$ cat src/mips_alu_cfg.svh
`ifndef MIPS_ALU_CFG_SVH
`define MIPS_ALU_CFG_SVH

// Datapath width of rs, rt, result, HI and LO
`define MIPS_XLEN 32

// Result buffer slots, equal to the upstream credits after reset
`define MIPS_RES_DEPTH 4

// Credits the consumer grants after reset
`define MIPS_OUT_CREDITS 2

`endif

$ cat src/mips_result.sv
`default_nettype none

`include "mips_alu_cfg.svh"

module mips_result (
	input  logic                  clk,
	input  logic                  arst_n,
	input  logic                  ex_valid,
	input  logic [`MIPS_XLEN-1:0] ex_result,
	input  logic                  ex_branch,
	input  logic                  ex_illegal,
	input  logic [`MIPS_XLEN-1:0] ex_hi,
	input  logic [`MIPS_XLEN-1:0] ex_lo,
	input  logic                  out_credit,
	output logic                  out_valid,
	output logic [`MIPS_XLEN-1:0] out_result,
	output logic                  out_branch,
	output logic                  out_illegal,
	output logic [`MIPS_XLEN-1:0] out_hi,
	output logic [`MIPS_XLEN-1:0] out_lo,
	output logic                  in_credit
);

	logic [3*`MIPS_XLEN+1:0]                 mem [`MIPS_RES_DEPTH];
	logic [$clog2(`MIPS_RES_DEPTH)-1:0]      wr_ptr, rd_ptr; // Power-of-two depth, wrap freely
	logic [$clog2(`MIPS_RES_DEPTH+1)-1:0]    count;
	logic [$clog2(`MIPS_OUT_CREDITS+1)-1:0]  credits;

	// Send whenever an entry waits and the consumer has room
	assign out_valid = (count != '0) && (credits != '0);
	assign in_credit = out_valid; // Freed slot goes back upstream

	assign {out_result, out_branch, out_illegal, out_hi, out_lo} = mem[rd_ptr];

	always_ff @(posedge clk) begin
		if (ex_valid) begin
			mem[wr_ptr] <= {ex_result, ex_branch, ex_illegal, ex_hi, ex_lo};
		end
	end

	always_ff @(posedge clk or negedge arst_n) begin
		if (!arst_n) begin
			wr_ptr <= '0;
			rd_ptr <= '0;
			count  <= '0;
		end else begin
			if (ex_valid) begin
				wr_ptr <= wr_ptr + 1'b1;
			end
			if (out_valid) begin
				rd_ptr <= rd_ptr + 1'b1;
			end
			case ({ex_valid, out_valid})
				2'b10:   count <= count + 1'b1;
				2'b01:   count <= count - 1'b1;
				default: count <= count;
			endcase
		end
	end

	// Downstream credit counter
	always_ff @(posedge clk or negedge arst_n) begin
		if (!arst_n) begin
			credits <= ($clog2(`MIPS_OUT_CREDITS+1))'(`MIPS_OUT_CREDITS);
		end else begin
			case ({out_credit, out_valid})
				2'b10:   credits <= credits + 1'b1;
				2'b01:   credits <= credits - 1'b1;
				default: credits <= credits; // Return and spend cancel
			endcase
		end
	end

endmodule

`default_nettype wire

$ cat config.mk
export PLATFORM = sky130hd
export DESIGN_NAME = mips_result
export DESIGN_NICKNAME = d
export VERILOG_FILES = /design/src/mips_result.sv
export VERILOG_INCLUDE_DIRS = /design/src
export SDC_FILE = /design/constraint.sdc
export NUM_CORES = 1
export LEC_CHECK = 0
export BUFFER_PORTS_ARGS = -buffer_cell sky130_fd_sc_hd__buf_2
export CAP_MARGIN = 20
export CORE_AREA = 3 3 143 215
export DETAILED_ROUTE_END_ITERATION = 8
export DIE_AREA = 0 0 146 218
export PLACE_DENSITY = 0.84
export SLEW_MARGIN = 30
export SYNTH_ARGS = -nofsm -noshare
export SYNTH_HDL_FRONTEND = slang
export SYNTH_SLANG_ARGS = --single-unit
$ cat constraint.sdc
create_clock -name clk -period 3.4 [get_ports clk]
set_input_delay 0.34 -clock clk [delete_from_list [all_inputs] [get_ports clk]]
set_output_delay 0.34 -clock clk [all_outputs]
set_load 0.01 [all_outputs]
==> metrics.md <==
| Metric | Value |
|---|---|
| Run status | `complete, no violations` |
| Die Height | `218 um` |
| Crit share post-route | `77.9%` |
| P&R area growth vs syn | `17.8%` |
| Psw | `0.00432 W` |
| Critical path's top delay family | `multiplexers` |
| First-pass GRT wire length | `42400 um` |
| Sw Share | `28.9%` |
| Leakage | `5.93 nW` |
| Initial Util | `50.5%` |
| Achievable Freq | `377 MHz` |
| PortBufs | `201` |
| Area share of fa/ha/maj cells after synthesis | `0.645%` |
| Final worst path period need | `2650 ps` |
| Tightest Pin Transition | `654 ps` |
| Post-DR vias/cell | `5.36` |
| Max-slew violations | `0` |
| #FFs+latches synth | `401` |
| Crit Path Class | `reg -> out` |
| Compound-Gate Fraction of Synth Area | `0.136%` |
| Number of cell rows | `77` |
| Syn_nets | `666` |
| Die Wd | `146 um` |
| Synth Cell Area | `14700 um2` |
| Clock transition at path regs | `60 ps` |
| Most common cell after layout, fill and taps aside | `edfxtp_1` |
| Unrepaired setup endpoints after global routing | `no` |
| DR pass1 iterations | `4` |
| Yosys Warn Count | `0` |
| # DRC | `0` |
| XOR/XNOR Fraction of Synth Area | `0.535%` |
| Total GRT Usage | `17.6%` |
| Layout Utilization | `59.5%` |
| Simple-Gate Fraction of Synth Area | `0.297%` |
| Worst slew margin | `56.4%` |
| Post-route insts no fill | `1223` |
| Critical Path Source Type | `flop` |
| Post-CTS Repair Setup Buffers | `0` |
| CTS tree | `done` |
| Clk sinks | `401` |
| Nets | `903` |
| Dpl cells | `1142` |
| Detailed placement HPWL | `17300 um` |
| Max Cap Viol | `0` |
| Fraction of layout cells with a size suffix above 1 | `44.6%` |
| Final WL | `27800 um` |
| Most frequent cells in the layout | `edfxtp_1, buf_2, mux4_2` |
| Largest family of logic cells by synthesized area | `multiplexers` |
| Num CTS Buffers | `37` |
| Hold Fails Final Rpt | `0` |
| Post-route antenna net violation count | `0` |
| Avg Cell Area, Syn | `26.5 um2` |
| Int Power | `0.0106 W` |
| Clock Power Share | `25.2%` |
| Routability cong. | `0.732` |
| Core ar. | `29200 um2` |
| Post-synthesis mux area share | `15.0%` |
| Number of global-route vias before repair | `7024` |
| Post-CTS Hold Fix Bufs | `8` |
| Wire length per cell | `22.7 um` |
| Crit. End Element | `primary output` |
| Die Area | `31800 um2` |
| Clock Tree Buf Depth | `3` |
| Critical Path AT | `2310 ps` |
| Worst path cell trace | `buf_12 > mux4_2 > buf_2` |
| WP buf/inv | `2` |
| Clock root cell | `clkbuf_16` |
| Area leader, netlist | `edfxtp_1` |
| Seq/Total Area, Yosys | `81.4%` |
| Netlist cell types | `18` |
| Max stage delay on crit path | `600 ps` |
| CP max-delay cell | `mux4_2` |
| PostCTS Resize Cnt | `0` |
| Setup TNS | `0 ps` |
| Flop pwr share | `45.4%` |
| IO Pins | `202` |
| Total grt overflow | `0` |
| Combinational cell fraction of total power | `29.3%` |
| Largest net degree at the start of global routing | `54` |
| H-Tree Depth | `2` |
| Hold Crit Class | `in -> reg` |
| Worst IR drop on VDD | `0.652 mV` |
| Gate Count Post-Synth | `557` |
| Area share of the largest cell type after synthesis | `79.8%` |
| Worst-Skew Late Latency | `520 ps` |
| Largest fanout on the critical path | `53` |
| 1st-iter DRT viols | `416` |
| Via Count | `6557` |
| PwrDens | `860 nW/um2` |
| Top area cells in the synthesized netlist | `edfxtp_1, mux4_2, buf_12, dfrtp_1, ha_1` |
| Clk_skew | `17.9 ps` |
| Worst EP required | `3060 ps` |
| Fill cells | `2036` |
| Initial antenna violation count | `7` |
| Finish-stage setup viols | `0` |
-- synth_stat cells --
master    number
and2_1         4
buf_12        10
buf_2         10
buf_4          2
buf_6          1
dfrtp_1        8
dfstp_2        1
edfxtp_1     392
fa_1           1
ha_1           6
inv_1          7
mux4_2        98
nand2_1        3
nor2_1         2
o21ai_0        2
o32a_1         1
xnor2_1        4
xor2_1         5
-- final cells by class --
type	instances	area, um2	share of cell area (%)
Sequential cell	401	12000	69.1
Multi-Input combinational cell	126	2450	14.1
Timing Repair Buffer	221	1260	7.28
Clock buffer	50	1020	5.86
Tap cell	395	494	2.85
Clock inverter	18	96.3	0.555
Inverter	7	26.3	0.151
Antenna cell	5	12.5	0.0720
-- power groups by stage --
| stage | combinational [W] | sequential (W) | clock, W |
|---|---|---|---|
| 2_1_floorplan | 0.00314 | 0.00680 | 0 |
| 3_3_place_gp | 0.00442 | 0.00682 | 0 |
| 3_5_place_dp | 0.00447 | 0.00690 | 0 |
| 4_1_cts | 0.00450 | 0.00680 | 0.00388 |
| 5_1_grt | 0.00470 | 0.00687 | 0.00406 |
| 6_report | 0.00438 | 0.00678 | 0.00377 |
-- cell families after synthesis --
kind of cell | count (synthesis)
AO/OA/AOI/OAI | 3
XOR/XNOR | 9
adder cells (fa/ha/maj) | 7
buffers and inverters | 30
flip-flops | 401
multiplexers | 98
AND/OR/NAND/NOR | 9
-- final timing paths --
kind,startpoint,end,slack [ps],depth (start not counted)
min in group asynchronous,arst_n,wr_ptr[0],200,2
worst min-delay path,ex_lo[21],mem[0][21],30,1
worst max-delay path,rd_ptr[0],out_hi[0],750,3
max in group asynchronous,arst_n,credits[1],2930,2
worst min register to register,count[2],count[2],480,1
worst max register to register,credits[1],count[2],1320,7
-- sequential cells by signal (all words and copies together) (netlist names) --
signal   flops
mem        392
credits      2
count        3
wr_ptr       2
rd_ptr       2
-- metal layers --
layer	global-route usage [%]	vias to the layer above	wire, um
met3	3.72	66	1380
met2	31.3	196	15300
met4	7.44	4	988
met5	0	-	23
met1	21.0	3422	10100
li1	-	2869	-
-- metrics by stage --
step | total power (W) | hold slack (ps) | cell area, um2 | setup slack (ps)
global placement | 0.0112 | 208 | 16200 | 1260
finish | 0.0149 | 29.1 | 17400 | 750
CTS | 0.0152 | 0.553 | 17400 | 688
floorplan | 0.00994 | 44.4 | 14700 | 45.5
detailed placement | 0.0114 | 220 | 16200 | 1250
global route | 0.0156 | 10.9 | 17400 | 618
-- worst register-to-register path, delay by kind of cell (launching register included) --
kind | cells | cell delay, ps
adders and majority gates | 2 | 620
DFF | 1 | 540
AOI/OAI and AO/OA | 1 | 340
xor gates and xnor gates | 2 | 330
and+or+nand+nor | 1 | 110
buffers and inverters | 1 | 60
Power figures use the tool's default switching activity.
