`config.mk`:
```
export PLATFORM = sky130hd
export DESIGN_NAME = mips_decode
export DESIGN_NICKNAME = d
export VERILOG_FILES = /design/src/mips_alu_cfg.svh /design/src/mips_alu_pkg.sv /design/src/mips_decode.sv
export SDC_FILE = /design/constraint.sdc
export NUM_CORES = 1
export LEC_CHECK = 0
export ABC_AREA = 1
export ABC_CLOCK_PERIOD_IN_PS = 2240
export BUFFER_PORTS_ARGS = -buffer_cell sky130_fd_sc_hd__buf_2
export CAP_MARGIN = 20
export CORE_MARGIN = 5
export CORE_UTILIZATION = 33
export CTS_CLUSTER_SIZE = 28
export DETAILED_ROUTE_END_ITERATION = 10
export PLACE_DENSITY = 0.71
export SLEW_MARGIN = 20
export SYNTH_ARGS = -nofsm -noshare
export SYNTH_HDL_FRONTEND = slang
export SYNTH_SLANG_ARGS = --single-unit
```
`constraint.sdc`:
```
create_clock -name clk -period 2.24 [get_ports clk]
set_clock_uncertainty 0.2 [all_clocks]
set_input_delay 0.448 -clock clk [delete_from_list [all_inputs] [get_ports clk]]
set_output_delay 0.448 -clock clk [all_outputs]
set_load 0.01 [all_outputs]
```
`src/mips_alu_cfg.svh`:
```
`ifndef MIPS_ALU_CFG_SVH
`define MIPS_ALU_CFG_SVH

// Datapath width of rs, rt, result, HI and LO
`define MIPS_XLEN 32

// Result buffer slots, equal to the upstream credits after reset
`define MIPS_RES_DEPTH 4

// Credits the consumer grants after reset
`define MIPS_OUT_CREDITS 2

`endif

```
`src/mips_alu_pkg.sv`:
```
`default_nettype none

package mips_alu_pkg;

	typedef struct packed {
		logic [5:0] opcode;
		logic [4:0] rs;
		logic [4:0] rt;
		logic [4:0] rd;
		logic [4:0] shamt; // instr[10:6]
		logic [5:0] funct; // instr[5:0]
	} r_fmt_t;

	typedef struct packed {
		logic [5:0]  opcode;
		logic [4:0]  rs;
		logic [4:0]  rt;
		logic [15:0] imm; // instr[15:0]
	} i_fmt_t;

	// One instruction word, seen as either format
	typedef union packed {
		r_fmt_t r;
		i_fmt_t i;
	} instr_u;

	typedef enum logic [5:0] {
		OP_ADDU,
		OP_SUBU,
		OP_AND,
		OP_OR,
		OP_XOR,
		OP_SLL,
		OP_SRL,
		OP_SRA,
		OP_SLLV,
		OP_SRLV,
		OP_SRAV,
		OP_SLT,
		OP_SLTU,
		OP_MULT,
		OP_MULTU,
		OP_DIV,
		OP_DIVU,
		OP_MFHI,
		OP_MFLO,
		OP_ADDIU,
		OP_ANDI,
		OP_ORI,
		OP_XORI,
		OP_LUI,
		OP_SLTI,
		OP_SLTIU,
		OP_BEQ,
		OP_BNE,
		OP_LB,
		OP_LH,
		OP_LW,
		OP_LBU,
		OP_LHU,
		OP_SB,
		OP_SH,
		OP_SW,
		OP_ILLEGAL
	} alu_op_e;

	// Second ALU operand
	typedef enum logic [1:0] {
		OPB_RT,
		OPB_SEXT,  // Sign-extended imm
		OPB_ZEXT,  // Zero-extended imm
		OPB_UPPER  // imm in the upper half
	} opb_sel_e;

endpackage

`default_nettype wire

```
`src/mips_decode.sv`:
```
`default_nettype none

module mips_decode (
	input  logic                   clk,
	input  logic                   arst_n,
	input  logic                   in_valid,
	input  logic [31:0]            in_instr,
	input  logic [31:0]            in_rs,
	input  logic [31:0]            in_rt,
	output logic                   dec_valid,
	output mips_alu_pkg::alu_op_e  dec_op,
	output mips_alu_pkg::opb_sel_e dec_opb,
	output logic [31:0]            dec_imm,
	output logic [4:0]             dec_shamt,
	output logic [31:0]            dec_rs,
	output logic [31:0]            dec_rt
);

	// R-type function codes
	localparam logic [5:0] FN_SLL   = 6'h00;
	localparam logic [5:0] FN_SRL   = 6'h02;
	localparam logic [5:0] FN_SRA   = 6'h03;
	localparam logic [5:0] FN_SLLV  = 6'h04;
	localparam logic [5:0] FN_SRLV  = 6'h06;
	localparam logic [5:0] FN_SRAV  = 6'h07;
	localparam logic [5:0] FN_MFHI  = 6'h10;
	localparam logic [5:0] FN_MFLO  = 6'h12;
	localparam logic [5:0] FN_MULT  = 6'h18;
	localparam logic [5:0] FN_MULTU = 6'h19;
	localparam logic [5:0] FN_DIV   = 6'h1a;
	localparam logic [5:0] FN_DIVU  = 6'h1b;
	localparam logic [5:0] FN_ADDU  = 6'h21;
	localparam logic [5:0] FN_SUBU  = 6'h23;
	localparam logic [5:0] FN_AND   = 6'h24;
	localparam logic [5:0] FN_OR    = 6'h25;
	localparam logic [5:0] FN_XOR   = 6'h26;
	localparam logic [5:0] FN_SLT   = 6'h2a;
	localparam logic [5:0] FN_SLTU  = 6'h2b;

	// Opcodes
	localparam logic [5:0] OPC_RTYPE = 6'h00;
	localparam logic [5:0] OPC_BEQ   = 6'h04;
	localparam logic [5:0] OPC_BNE   = 6'h05;
	localparam logic [5:0] OPC_ADDIU = 6'h09;
	localparam logic [5:0] OPC_SLTI  = 6'h0a;
	localparam logic [5:0] OPC_SLTIU = 6'h0b;
	localparam logic [5:0] OPC_ANDI  = 6'h0c;
	localparam logic [5:0] OPC_ORI   = 6'h0d;
	localparam logic [5:0] OPC_XORI  = 6'h0e;
	localparam logic [5:0] OPC_LUI   = 6'h0f;
	localparam logic [5:0] OPC_LB    = 6'h20;
	localparam logic [5:0] OPC_LH    = 6'h21;
	localparam logic [5:0] OPC_LW    = 6'h23;
	localparam logic [5:0] OPC_LBU   = 6'h24;
	localparam logic [5:0] OPC_LHU   = 6'h25;
	localparam logic [5:0] OPC_SB    = 6'h28;
	localparam logic [5:0] OPC_SH    = 6'h29;
	localparam logic [5:0] OPC_SW    = 6'h2b;

	mips_alu_pkg::instr_u   instr;
	mips_alu_pkg::alu_op_e  op_d;
	mips_alu_pkg::opb_sel_e opb_d;

	assign instr = in_instr;

	always_comb begin
		op_d  = mips_alu_pkg::OP_ILLEGAL;
		opb_d = mips_alu_pkg::OPB_RT;
		if (instr.r.opcode == OPC_RTYPE) begin
			case (instr.r.funct)
				FN_SLL:   op_d = mips_alu_pkg::OP_SLL;
				FN_SRL:   op_d = mips_alu_pkg::OP_SRL;
				FN_SRA:   op_d = mips_alu_pkg::OP_SRA;
				FN_SLLV:  op_d = mips_alu_pkg::OP_SLLV;
				FN_SRLV:  op_d = mips_alu_pkg::OP_SRLV;
				FN_SRAV:  op_d = mips_alu_pkg::OP_SRAV;
				FN_MFHI:  op_d = mips_alu_pkg::OP_MFHI;
				FN_MFLO:  op_d = mips_alu_pkg::OP_MFLO;
				FN_MULT:  op_d = mips_alu_pkg::OP_MULT;
				FN_MULTU: op_d = mips_alu_pkg::OP_MULTU;
				FN_DIV:   op_d = mips_alu_pkg::OP_DIV;
				FN_DIVU:  op_d = mips_alu_pkg::OP_DIVU;
				FN_ADDU:  op_d = mips_alu_pkg::OP_ADDU;
				FN_SUBU:  op_d = mips_alu_pkg::OP_SUBU;
				FN_AND:   op_d = mips_alu_pkg::OP_AND;
				FN_OR:    op_d = mips_alu_pkg::OP_OR;
				FN_XOR:   op_d = mips_alu_pkg::OP_XOR;
				FN_SLT:   op_d = mips_alu_pkg::OP_SLT;
				FN_SLTU:  op_d = mips_alu_pkg::OP_SLTU;
				default:  op_d = mips_alu_pkg::OP_ILLEGAL;
			endcase
		end else begin
			opb_d = mips_alu_pkg::OPB_SEXT; // Most I-type ops
			case (instr.i.opcode)
				OPC_BEQ: begin
					op_d  = mips_alu_pkg::OP_BEQ;
					opb_d = mips_alu_pkg::OPB_RT;
				end
				OPC_BNE: begin
					op_d  = mips_alu_pkg::OP_BNE;
					opb_d = mips_alu_pkg::OPB_RT;
				end
				OPC_ADDIU: op_d = mips_alu_pkg::OP_ADDIU;
				OPC_SLTI:  op_d = mips_alu_pkg::OP_SLTI;
				OPC_SLTIU: op_d = mips_alu_pkg::OP_SLTIU; // Unsigned compare with sext imm
				OPC_ANDI: begin
					op_d  = mips_alu_pkg::OP_ANDI;
					opb_d = mips_alu_pkg::OPB_ZEXT;
				end
				OPC_XORI: begin
					op_d  = mips_alu_pkg::OP_XORI;
					opb_d = mips_alu_pkg::OPB_ZEXT;
				end
				OPC_ORI: begin
					op_d  = mips_alu_pkg::OP_ORI;
					opb_d = mips_alu_pkg::OPB_ZEXT;
				end
				OPC_LUI: begin
					op_d  = mips_alu_pkg::OP_LUI;
					opb_d = mips_alu_pkg::OPB_UPPER;
				end
				OPC_LB:  op_d = mips_alu_pkg::OP_LB;
				OPC_LH:  op_d = mips_alu_pkg::OP_LH;
				OPC_LW:  op_d = mips_alu_pkg::OP_LW;
				OPC_LBU: op_d = mips_alu_pkg::OP_LBU;
				OPC_LHU: op_d = mips_alu_pkg::OP_LHU;
				OPC_SB:  op_d = mips_alu_pkg::OP_SB;
				OPC_SH:  op_d = mips_alu_pkg::OP_SH;
				OPC_SW:  op_d = mips_alu_pkg::OP_SW;
				default: op_d = mips_alu_pkg::OP_ILLEGAL;
			endcase
		end
	end

	always_ff @(posedge clk or negedge arst_n) begin
		if (!arst_n) begin
			dec_valid <= 1'b0;
		end else begin
			dec_valid <= in_valid;
		end
	end

	always_ff @(posedge clk) begin
		if (in_valid) begin
			dec_op    <= op_d;
			dec_opb   <= opb_d;
			dec_imm   <= {{16{instr.i.imm[15]}}, instr.i.imm}; // Always sign-extended here
			dec_shamt <= instr.r.shamt;
			dec_rs    <= in_rs;
			dec_rt    <= in_rt;
		end
	end

endmodule

`default_nettype wire

```
==> metrics.txt, run 1 <==
cell area power density about 740 mW/mm2; Reg power frac 57.0%; CP Data Arrival Time between 1 and 1.5 ns; WP data required between 1.5 and 2 ns; slowest stage cell, crit path edfxtp_1; drt drc 0; CTS buffer count 9; status finished clean; Sink Count 89; CP max stage delay approximately 0.55 ns; hold slack between 0.07 and 0.08 ns; core area 0.0104 mm2; DRT iter0 DRCs 109; post-synthesis area per instance approximately 15 um2; drt wl/cell about 15 um; Final Total Pwr between 3 and 4 mW; met3 wire length slightly above 800 um; # setup viols final 0; vias in the first global route 2,497; HPWL after DPL approximately 7100 um; Clk network pwr share roughly 30%; CP Capture Type output pin; Die ar. 0.0129 mm2; internal power between 2 and 3 mW; Critical Path Fanout Max 17; Top delay family on crit path flip-flops; setup bufs post-CTS 0; CP endpoint dec_imm[29]; Filler cells 968; Reg clk slew, reported paths about 0.080 ns; Final Cycle Share ~78%; GP Congestion ~0.9; Initial Utilization 34.1%; CTS tree done; Post-DRT Antenna Nets 0; M1 WL roughly 3000 um; synth unique cells 29; worst-margin pin slew about 0.33 ns; sw power roughly 0.84 mW; Top Metal Used met4; worst IR drop on VDD approximately 300 uV; final max-slew violation count 0; crit path buf inv count 1; Post-Place Setup Slack approximately 0.33 ns; syn_nets between 300 and 400; Port Buf Inserts 198; Final min period ~1.7 ns; Die H 114 um; setup_tns 0 ns; Die W 114 um; fin nets roughly 530; Yosys top cell area share 74.5%; Yosys reg bits just under 90; crit path from dec_imm[15]$_DFFE_PP_; synth warn 0; Remaining Overflow, GRT 0; Vias 2,510; final hold viol count 0; leading area contributor after synthesis edfxtp_1; most common cell after layout, fill and taps aside buf_2; CTS Buffer Depth 2; Hold Path Class input pin to register; largest net degree at the start of global routing 44; H-tree Lvls 3; Global Route Usage Sum a little over an eighth; P_leak ~2.2 nW; standard-cell row count 37; crit path kind register to output pin; sequential-to-total area share from yosys stat 75.2%; unrepaired setup endpoints after global routing no; number of gates resized after CTS 0; Pre-antenna DRT Iters 4; crit path launch type register; cts hold-fix bufs 1; I/O pins between 200 and 250; Syn Inst Count ~240; initial antenna violation count 1; Logic pwr share 13.4%; Routed WL between 8000 and 9000 um; area grow syn2layout 34.9%; Syn Std Cell Area 0.00355 mm2; max_slew headroom between 70 and 80%; cells along the critical path buf_2; Root Driver clkbuf_8; Levels on crit path 1; Peak Freq 576 MHz; max cap viols 0; layout cells sized above 1 a little under three fifths; most frequent cells in the layout buf_2 (197), edfxtp_1 (88), nand2_1 (33); Synth area leaders edfxtp_1 (74%), buf_4 (4.4%), nand2_1 (3.5%); Worst Slack Setup Final 0.503 ns; met2 WL between 4000 and 5000 um; sw frac 23.8%; first-pass GRT wire length roughly 13,000 um; DR vias/cell around 4.4
registers in the layout (all words and copies together) (netlist names):
name and count:
dec_imm 16, dec_op 6, dec_opb 2, dec_rs 32, dec_rt 32, dec_valid 1
per-layer routing:
layer / up-vias / global-route usage, %
li1: 1209 / -
met1: 1160 / 14.0
met2: 128 / 24.0
met3: 13 / 4.08
met4: 0 / 5.93
met5: - / 0
synth_stat cells:
library cell	count
a211oi_1	1
a21oi_2	4
a31oi_1	1
and3_1	1
buf_2	1
buf_4	21
clkinv_1	1
dfrtp_1	1
edfxtp_1	88
ha_1	5
inv_1	11
inv_2	8
nand2_1	33
nand2_2	2
nand2_4	2
nand3_1	14
nand3_2	5
nand4_1	5
nor2_1	9
nor2_2	2
nor2_4	4
nor2_8	1
nor3_1	3
nor3b_1	1
o2111ai_1	1
o211ai_1	3
o21ai_0	4
o21ai_1	4
o21ai_2	1
cell type report:
cell class	instances	area, um2	area share (%)
diodes	1	2.50	0.0523
clock inverters	5	56.3	1.18
well taps	136	170	3.56
flip-flops and latches	89	2670	55.8
repair buffers	202	1040	21.7
multi-input cells	106	642	13.4
clock buffers	11	131	2.75
inverters	20	75.1	1.57
power groups by stage:
stage               Combinational [mW]  Clock [mW]  Sequential, mW
floorplan                        0.138           0            2.13
global placement                 0.471           0            2.05
detailed placement               0.477           0            2.05
CTS                              0.479        1.09            2.01
global route                     0.514        1.18            2.02
finish                           0.471        1.04            2.01
cell families (layout without fill, tap and decap cells):
logic type | count (synthesis) | in the layout | synth area share [%]
and+or+nand+nor | 82 | 82 | 12.7
other | 0 | 1 | 0
buffers and inverters | 42 | 238 | 6.70
adders and majority gates | 5 | 5 | 1.76
AOI/OAI and AO/OA | 19 | 19 | 3.63
DFF | 89 | 89 | 75.2
worst min-delay path by stage:
stage / start / end / slack (ns) / cells after the start
2_1_floorplan: arst_n / dec_valid$_DFF_PN0_ / -0.05 / 0
3_3_place_gp: arst_n / dec_valid$_DFF_PN0_ / 0.02 / 1
3_5_place_dp: arst_n / dec_valid$_DFF_PN0_ / 0.03 / 1
4_1_cts: in_instr[6] / dec_imm[6]$_DFFE_PP_ / 0.05 / 1
5_1_grt: in_rs[31] / dec_rs[31]$_DFFE_PP_ / 0.03 / 1
6_report: in_rs[31] / dec_rs[31]$_DFFE_PP_ / 0.07 / 1
through the flow:
step	utilization [%]	std cells	instance area [um2]
after global routing	45.9	570	4780
final	45.9	570	4780
after detailed placement	44.0	552	4580
after floorplan	-	237	3550
after global placement	44.0	552	4580
after CTS	45.9	569	4780
(Power assumes the default switching activity.)
==> inputs of run 2 (changes only) <==
ABC_AREA = 0   (was 1)
ABC_CLOCK_PERIOD_IN_PS = 1800   (was 2240)
clock period = 1.8 ns   (was 2.24 ns; I/O delays follow)
==> metrics.txt, run 2 <==
Root Driver clkbuf_8; largest family of logic cells by synthesized area simple AND/OR/NAND/NOR gates; CTS Buffer Depth 2; Levels on crit path 1; cell area power density 824 mW/mm2; Min-Delay Endpoint dec_imm[5]$_DFFE_PP_; initial antenna violation count 0; largest net degree at the start of global routing between 60 and 70; hold slack slightly above 0.09 ns; I/O pins around 210; top_reg_cell synth edfxtp_1; Routed WL a little under 10,000 um; WP data required between 1 and 1.5 ns; crit path kind register to output pin; mux contribution to synthesized area 0.842%; Vias around 2.8k; Yosys reg bits slightly below 90; most common cell after layout, fill and taps aside buf_2; syn_nets 323; standard-cell row count 38; final max-slew violation count 0; Final min period ~1.7 ns; Initial Utilization about 33%; Synth Area in Simple Gates under 10%; Reg clk slew, reported paths 0.08 ns; Syn Std Cell Area roughly 0.0036 mm2; most frequent cells in the layout buf_2 (197), edfxtp_1 (88), dlygate4sd3_1 (75); P_leak approximately 2.4 nW; Critical Path Fanout Max 17; diode count 0; Post-DRT Antenna Nets 0; hold path depth 1; cell with the most instances after synthesis edfxtp_1; core area between 0.01 and 0.015 mm2; Async SR Flop Fraction under 10%; Top Registers dec_rs: 32 flops, dec_rt: 32 flops, dec_imm: 16 flops; Peak Freq roughly 600 MHz; Worst Slack Setup Final ~0.13 ns; max cap viols 0; Hold Path Class input pin to register; fin nets 593; synth unique cells 42; Die ar. 0.0130 mm2; unrepaired setup endpoints after global routing no; Filler cells roughly 940; drt wl/cell about 15 um; sequential-to-total area share from yosys stat 74.8%; Sink Count 89; DR vias/cell around 4.4; Synth Area in Compound Gates 7.44%; Port Buf Inserts a little under 200; max_slew headroom 75.0%; Hold Crit Start in_instr[5]; Top delay family on crit path flip-flops; HPWL after DPL 6910 um; Die H about 110 um; Die W roughly 110 um; CP max stage delay approximately 0.56 ns; Post-synth EDFFs 88; layout cells sized above 1 a little under half; GP Congestion a little over 0.8; first-pass GRT wire length 14,400 um; crit path launch type register; crit path from dec_imm[15]$_DFFE_PP_; Adder-Cell Fraction of Synth Area 1.76%; CTS tree done; Pre-antenna DRT Iters 4; Synth area leaders edfxtp_1 (74%), buf_4 (5.3%), ha_1 (1.8%); DRT iter0 DRCs 95; cells along the critical path buf_2; drt drc 0; post-synthesis area per instance 16.3 um2; status finished clean; Final Cycle Share between 90 and 100%; cts hold-fix bufs 75; CP Capture Type output pin; worst-margin pin slew approximately 0.37 ns; Yosys top cell area share 74.1%; leading area contributor after synthesis edfxtp_1; CTS buffer count 9; worst IR drop on VDD around 380 uV; area grow syn2layout 56.2%; setup bufs post-CTS 0; number of gates resized after CTS 0; slowest stage cell, crit path edfxtp_1; Global Route Usage Sum roughly 15%; xor and xnor area share after synthesis less than 1%; vias in the first global route ~2.8k; CP Data Arrival Time ~1.1 ns; synth warn 0; Remaining Overflow, GRT 0; Post-Place Setup Slack -0.182 ns; crit path buf inv count 1; # setup viols final 0; H-tree Lvls 3; Syn Inst Count around 220; final hold viol count 0; commonest cells in the synthesized netlist edfxtp_1 (88), buf_4 (25), nor2_1 (10)
run 2: cell types whose count changed after synthesis, moves of 4 or more:
cell,previous run,this run
a21oi_2,4,0
nor2b_1,0,7
nand3_2,5,0
inv_1,11,6
nand3_1,14,4
nor2_4,4,0
a21oi_1,0,6
buf_6,0,4
nand4_1,5,0
buf_4,21,25
inv_2,8,0
nand2_1,33,7
run 2: metrics by stage:
step | utilization (%) | instance area, um2 | power [mW] | std cells | TNS (ns)
after floorplan | - | 3560 | 2.84 | 219 | 0
after global placement | 43.3 | 4630 | 3.16 | 543 | -0.504
after CTS | 52.0 | 5570 | 4.65 | 634 | 0
final | 52.0 | 5570 | 4.59 | 634 | 0
after global routing | 52.0 | 5570 | 4.80 | 634 | 0
after detailed placement | 43.3 | 4630 | 3.17 | 543 | -0.553
run 2: worst max path at each step:
stage	endpoint	slack, ns
2_1_floorplan	dec_op[1]$_DFFE_PP_	0.10
3_5_place_dp	dec_op[1]$_DFFE_PP_	-0.18
4_1_cts	dec_imm[16]	0.09
5_1_grt	dec_imm[19]	0.05
6_report	dec_imm[19]	0.13
3_3_place_gp	dec_op[1]$_DFFE_PP_	-0.19
run 2: per-layer routing:
metal  routed length (um)  track usage, %  vias up
met1                 3550            15.6     1299
li1                     -               -     1341
met3                  738            2.39       14
met5                    0               0        -
met4                  196            6.81        0
met2                 5240            27.4      126
run 2: cell families after synthesis:
family	count (synthesis)
flip-flops	89
AND/OR/NAND/NOR	47
AO/OA/AOI/OAI	38
buffers and inverters	36
adder cells (fa/ha/maj)	5
multiplexers	3
XOR/XNOR	1
run 2: final cells by class:
type | count | area [um2] | share of cell area (%)
timing repair buffer | 289 | 1880 | 33.7
clock inverter | 4 | 53.8 | 0.966
inverter | 6 | 22.5 | 0.404
tap | 140 | 175 | 3.15
clock buffer | 12 | 135 | 2.43
multi-input combinational | 94 | 637 | 11.4
sequential | 89 | 2670 | 47.9
run 2: power breakdown:
part           internal [mW]  total, mW  switching, mW
registers               2.46       2.51         0.0498
clock network          0.649       1.34          0.689
logic                  0.377      0.744          0.367
total                   3.48       4.59           1.11
==> inputs of run 3 (changes only) <==
CELL_PAD_IN_SITES_DETAIL_PLACEMENT = 1   (was not set)
CELL_PAD_IN_SITES_GLOBAL_PLACEMENT = 1   (was not set)
CORE_ASPECT_RATIO = 0.7   (was not set)
PLACE_DENSITY = 0.87   (was 0.71)
==> metrics.txt, run 3 (same netlist as run 2, synthesis figures left out) <==
worst-margin pin slew 0.395 ns; Sink Count 89; core area 0.0104 mm2; max cap viols 0; drt drc 0; initial antenna violation count 0; worst IR drop on VDD roughly 530 uV; Routed WL between 10,000 and 15,000 um; Die ar. between 0.01 and 0.015 mm2; crit path launch type register; cell area power density between 900 and 1000 mW/mm2; Die W approximately 130 um; P_leak about 2.5 nW; vias in the first global route approximately 3.2k; CTS tree done; DR vias/cell approximately 4.6; final hold viol count 0; cells along the critical path buf_2; hold path depth 1; Reg clk slew, reported paths approximately 0.070 ns; CP Capture Type output pin; Global Route Usage Sum around 18%; WP data required between 1 and 1.5 ns; Hold Path Class input pin to register; fin util between 50% and 60%; final max-slew violation count 0; Remaining Overflow, GRT 0; fin nets 591; Worst Slack Setup Final approximately 0.14 ns; unrepaired setup endpoints after global routing no; crit path kind register to output pin; Initial Utilization between 30% and 40%; Hold Crit Start in_rt[4]; Peak Freq ~600 MHz; HPWL after DPL 8740 um; Min-Delay Endpoint dec_rt[4]$_DFFE_PP_; Layout Cells excl Fill 624; CP max stage delay between 0.5 and 0.6 ns; standard-cell row count 31; setup_tns 0 ns; Top Registers dec_rs: 32 flops, dec_rt: 32 flops, dec_imm: 16 flops; Critical Path Fanout Max 17; slowest stage cell, crit path edfxtp_1; most common cell after layout, fill and taps aside buf_2; CP Data Arrival Time between 1 and 1.5 ns; Final min period approximately 1.7 ns; Vias roughly 2.9k; post-route cell area 0.00567 mm2; Root Driver clkbuf_16; I/O pins roughly 210; Final Cycle Share approximately 92%; Top delay family on crit path flip-flops; layout cells sized above 1 48.6%; first-pass GRT wire length ~18,000 um; area grow syn2layout 58.9%; Die H 97.0 um; CTS Buffer Depth 2; Pre-antenna DRT Iters 4; status finished clean; Post-DRT Antenna Nets 0; DRT iter0 DRCs between 100 and 150; max_slew headroom 73.6%; most frequent cells in the layout buf_2 (197), edfxtp_1 (88), dlygate4sd3_1 (70); CTS buffer count 9; dpl cells between 500 and 600; Post-Place Setup Slack -0.159 ns; H-tree Lvls 3; # setup viols final 0; Port Buf Inserts 198; DP Area around 0.0047 mm2; crit path buf inv count 1; largest net degree at the start of global routing 26; diode count 0; drt wl/cell approximately 20 um; GP Congestion around 0.86
-- run 3: cell type report --
type | instances | area (um2)
repair buffers | 287 | 1860
multi-input cells | 94 | 637
clock inverters | 6 | 72.6
well taps | 132 | 165
fillers | 1110 | 4770
inverters | 6 | 22.5
clock buffers | 10 | 239
flip-flops and latches | 89 | 2670
-- run 3: layer usage --
metal | global-route usage (%) | part of all wire [%] | wire length, um
met2 | 35.8 | 56 | 6900
met4 | 6.10 | 2.2 | 267
met1 | 18.3 | 35 | 4290
met3 | 5.96 | 7.0 | 867
met5 | 0 | 0 | 0
-- run 3: stage by stage --
| stage | total power [mW] | hold slack (ns) |
|---|---|---|
| final | 5.22 | 0.0139 |
| after global routing | 5.44 | 0.000386 |
| after CTS | 5.25 | 0.000532 |
| after detailed placement | 3.21 | -0.0639 |
| after global placement | 3.18 | -0.0638 |
| after floorplan | 2.84 | -0.136 |
-- run 3: repair_timing --
item                                    in CTS  in global routing
buffers inserted                             0                  0
endpoints found under the setup margin       0                  0
hold buffers                                61                  9
endpoints found under the hold margin       61                  9
resized for setup                            0                  0
-- run 3: power breakdown --
group          internal, mW  switching (mW)
registers              2.46          0.0607
clock network          1.13           0.793
logic                 0.379           0.398
-- run 3: worst max path at each step --
| stage | from | end | slack [ns] | cells after the start |
|---|---|---|---|---|
| after floorplan | in_instr[0] | dec_op[1]$_DFFE_PP_ | 0.10 | 6 |
| after global placement | in_instr[0] | dec_op[1]$_DFFE_PP_ | -0.12 | 7 |
| after detailed placement | in_instr[0] | dec_op[0]$_DFFE_PP_ | -0.16 | 7 |
| after CTS | dec_imm[15]$_DFFE_PP_ | dec_imm[18] | 0.11 | 1 |
| after global routing | dec_imm[15]$_DFFE_PP_ | dec_imm[22] | 0.03 | 1 |
| final | dec_imm[15]$_DFFE_PP_ | dec_imm[18] | 0.14 | 1 |
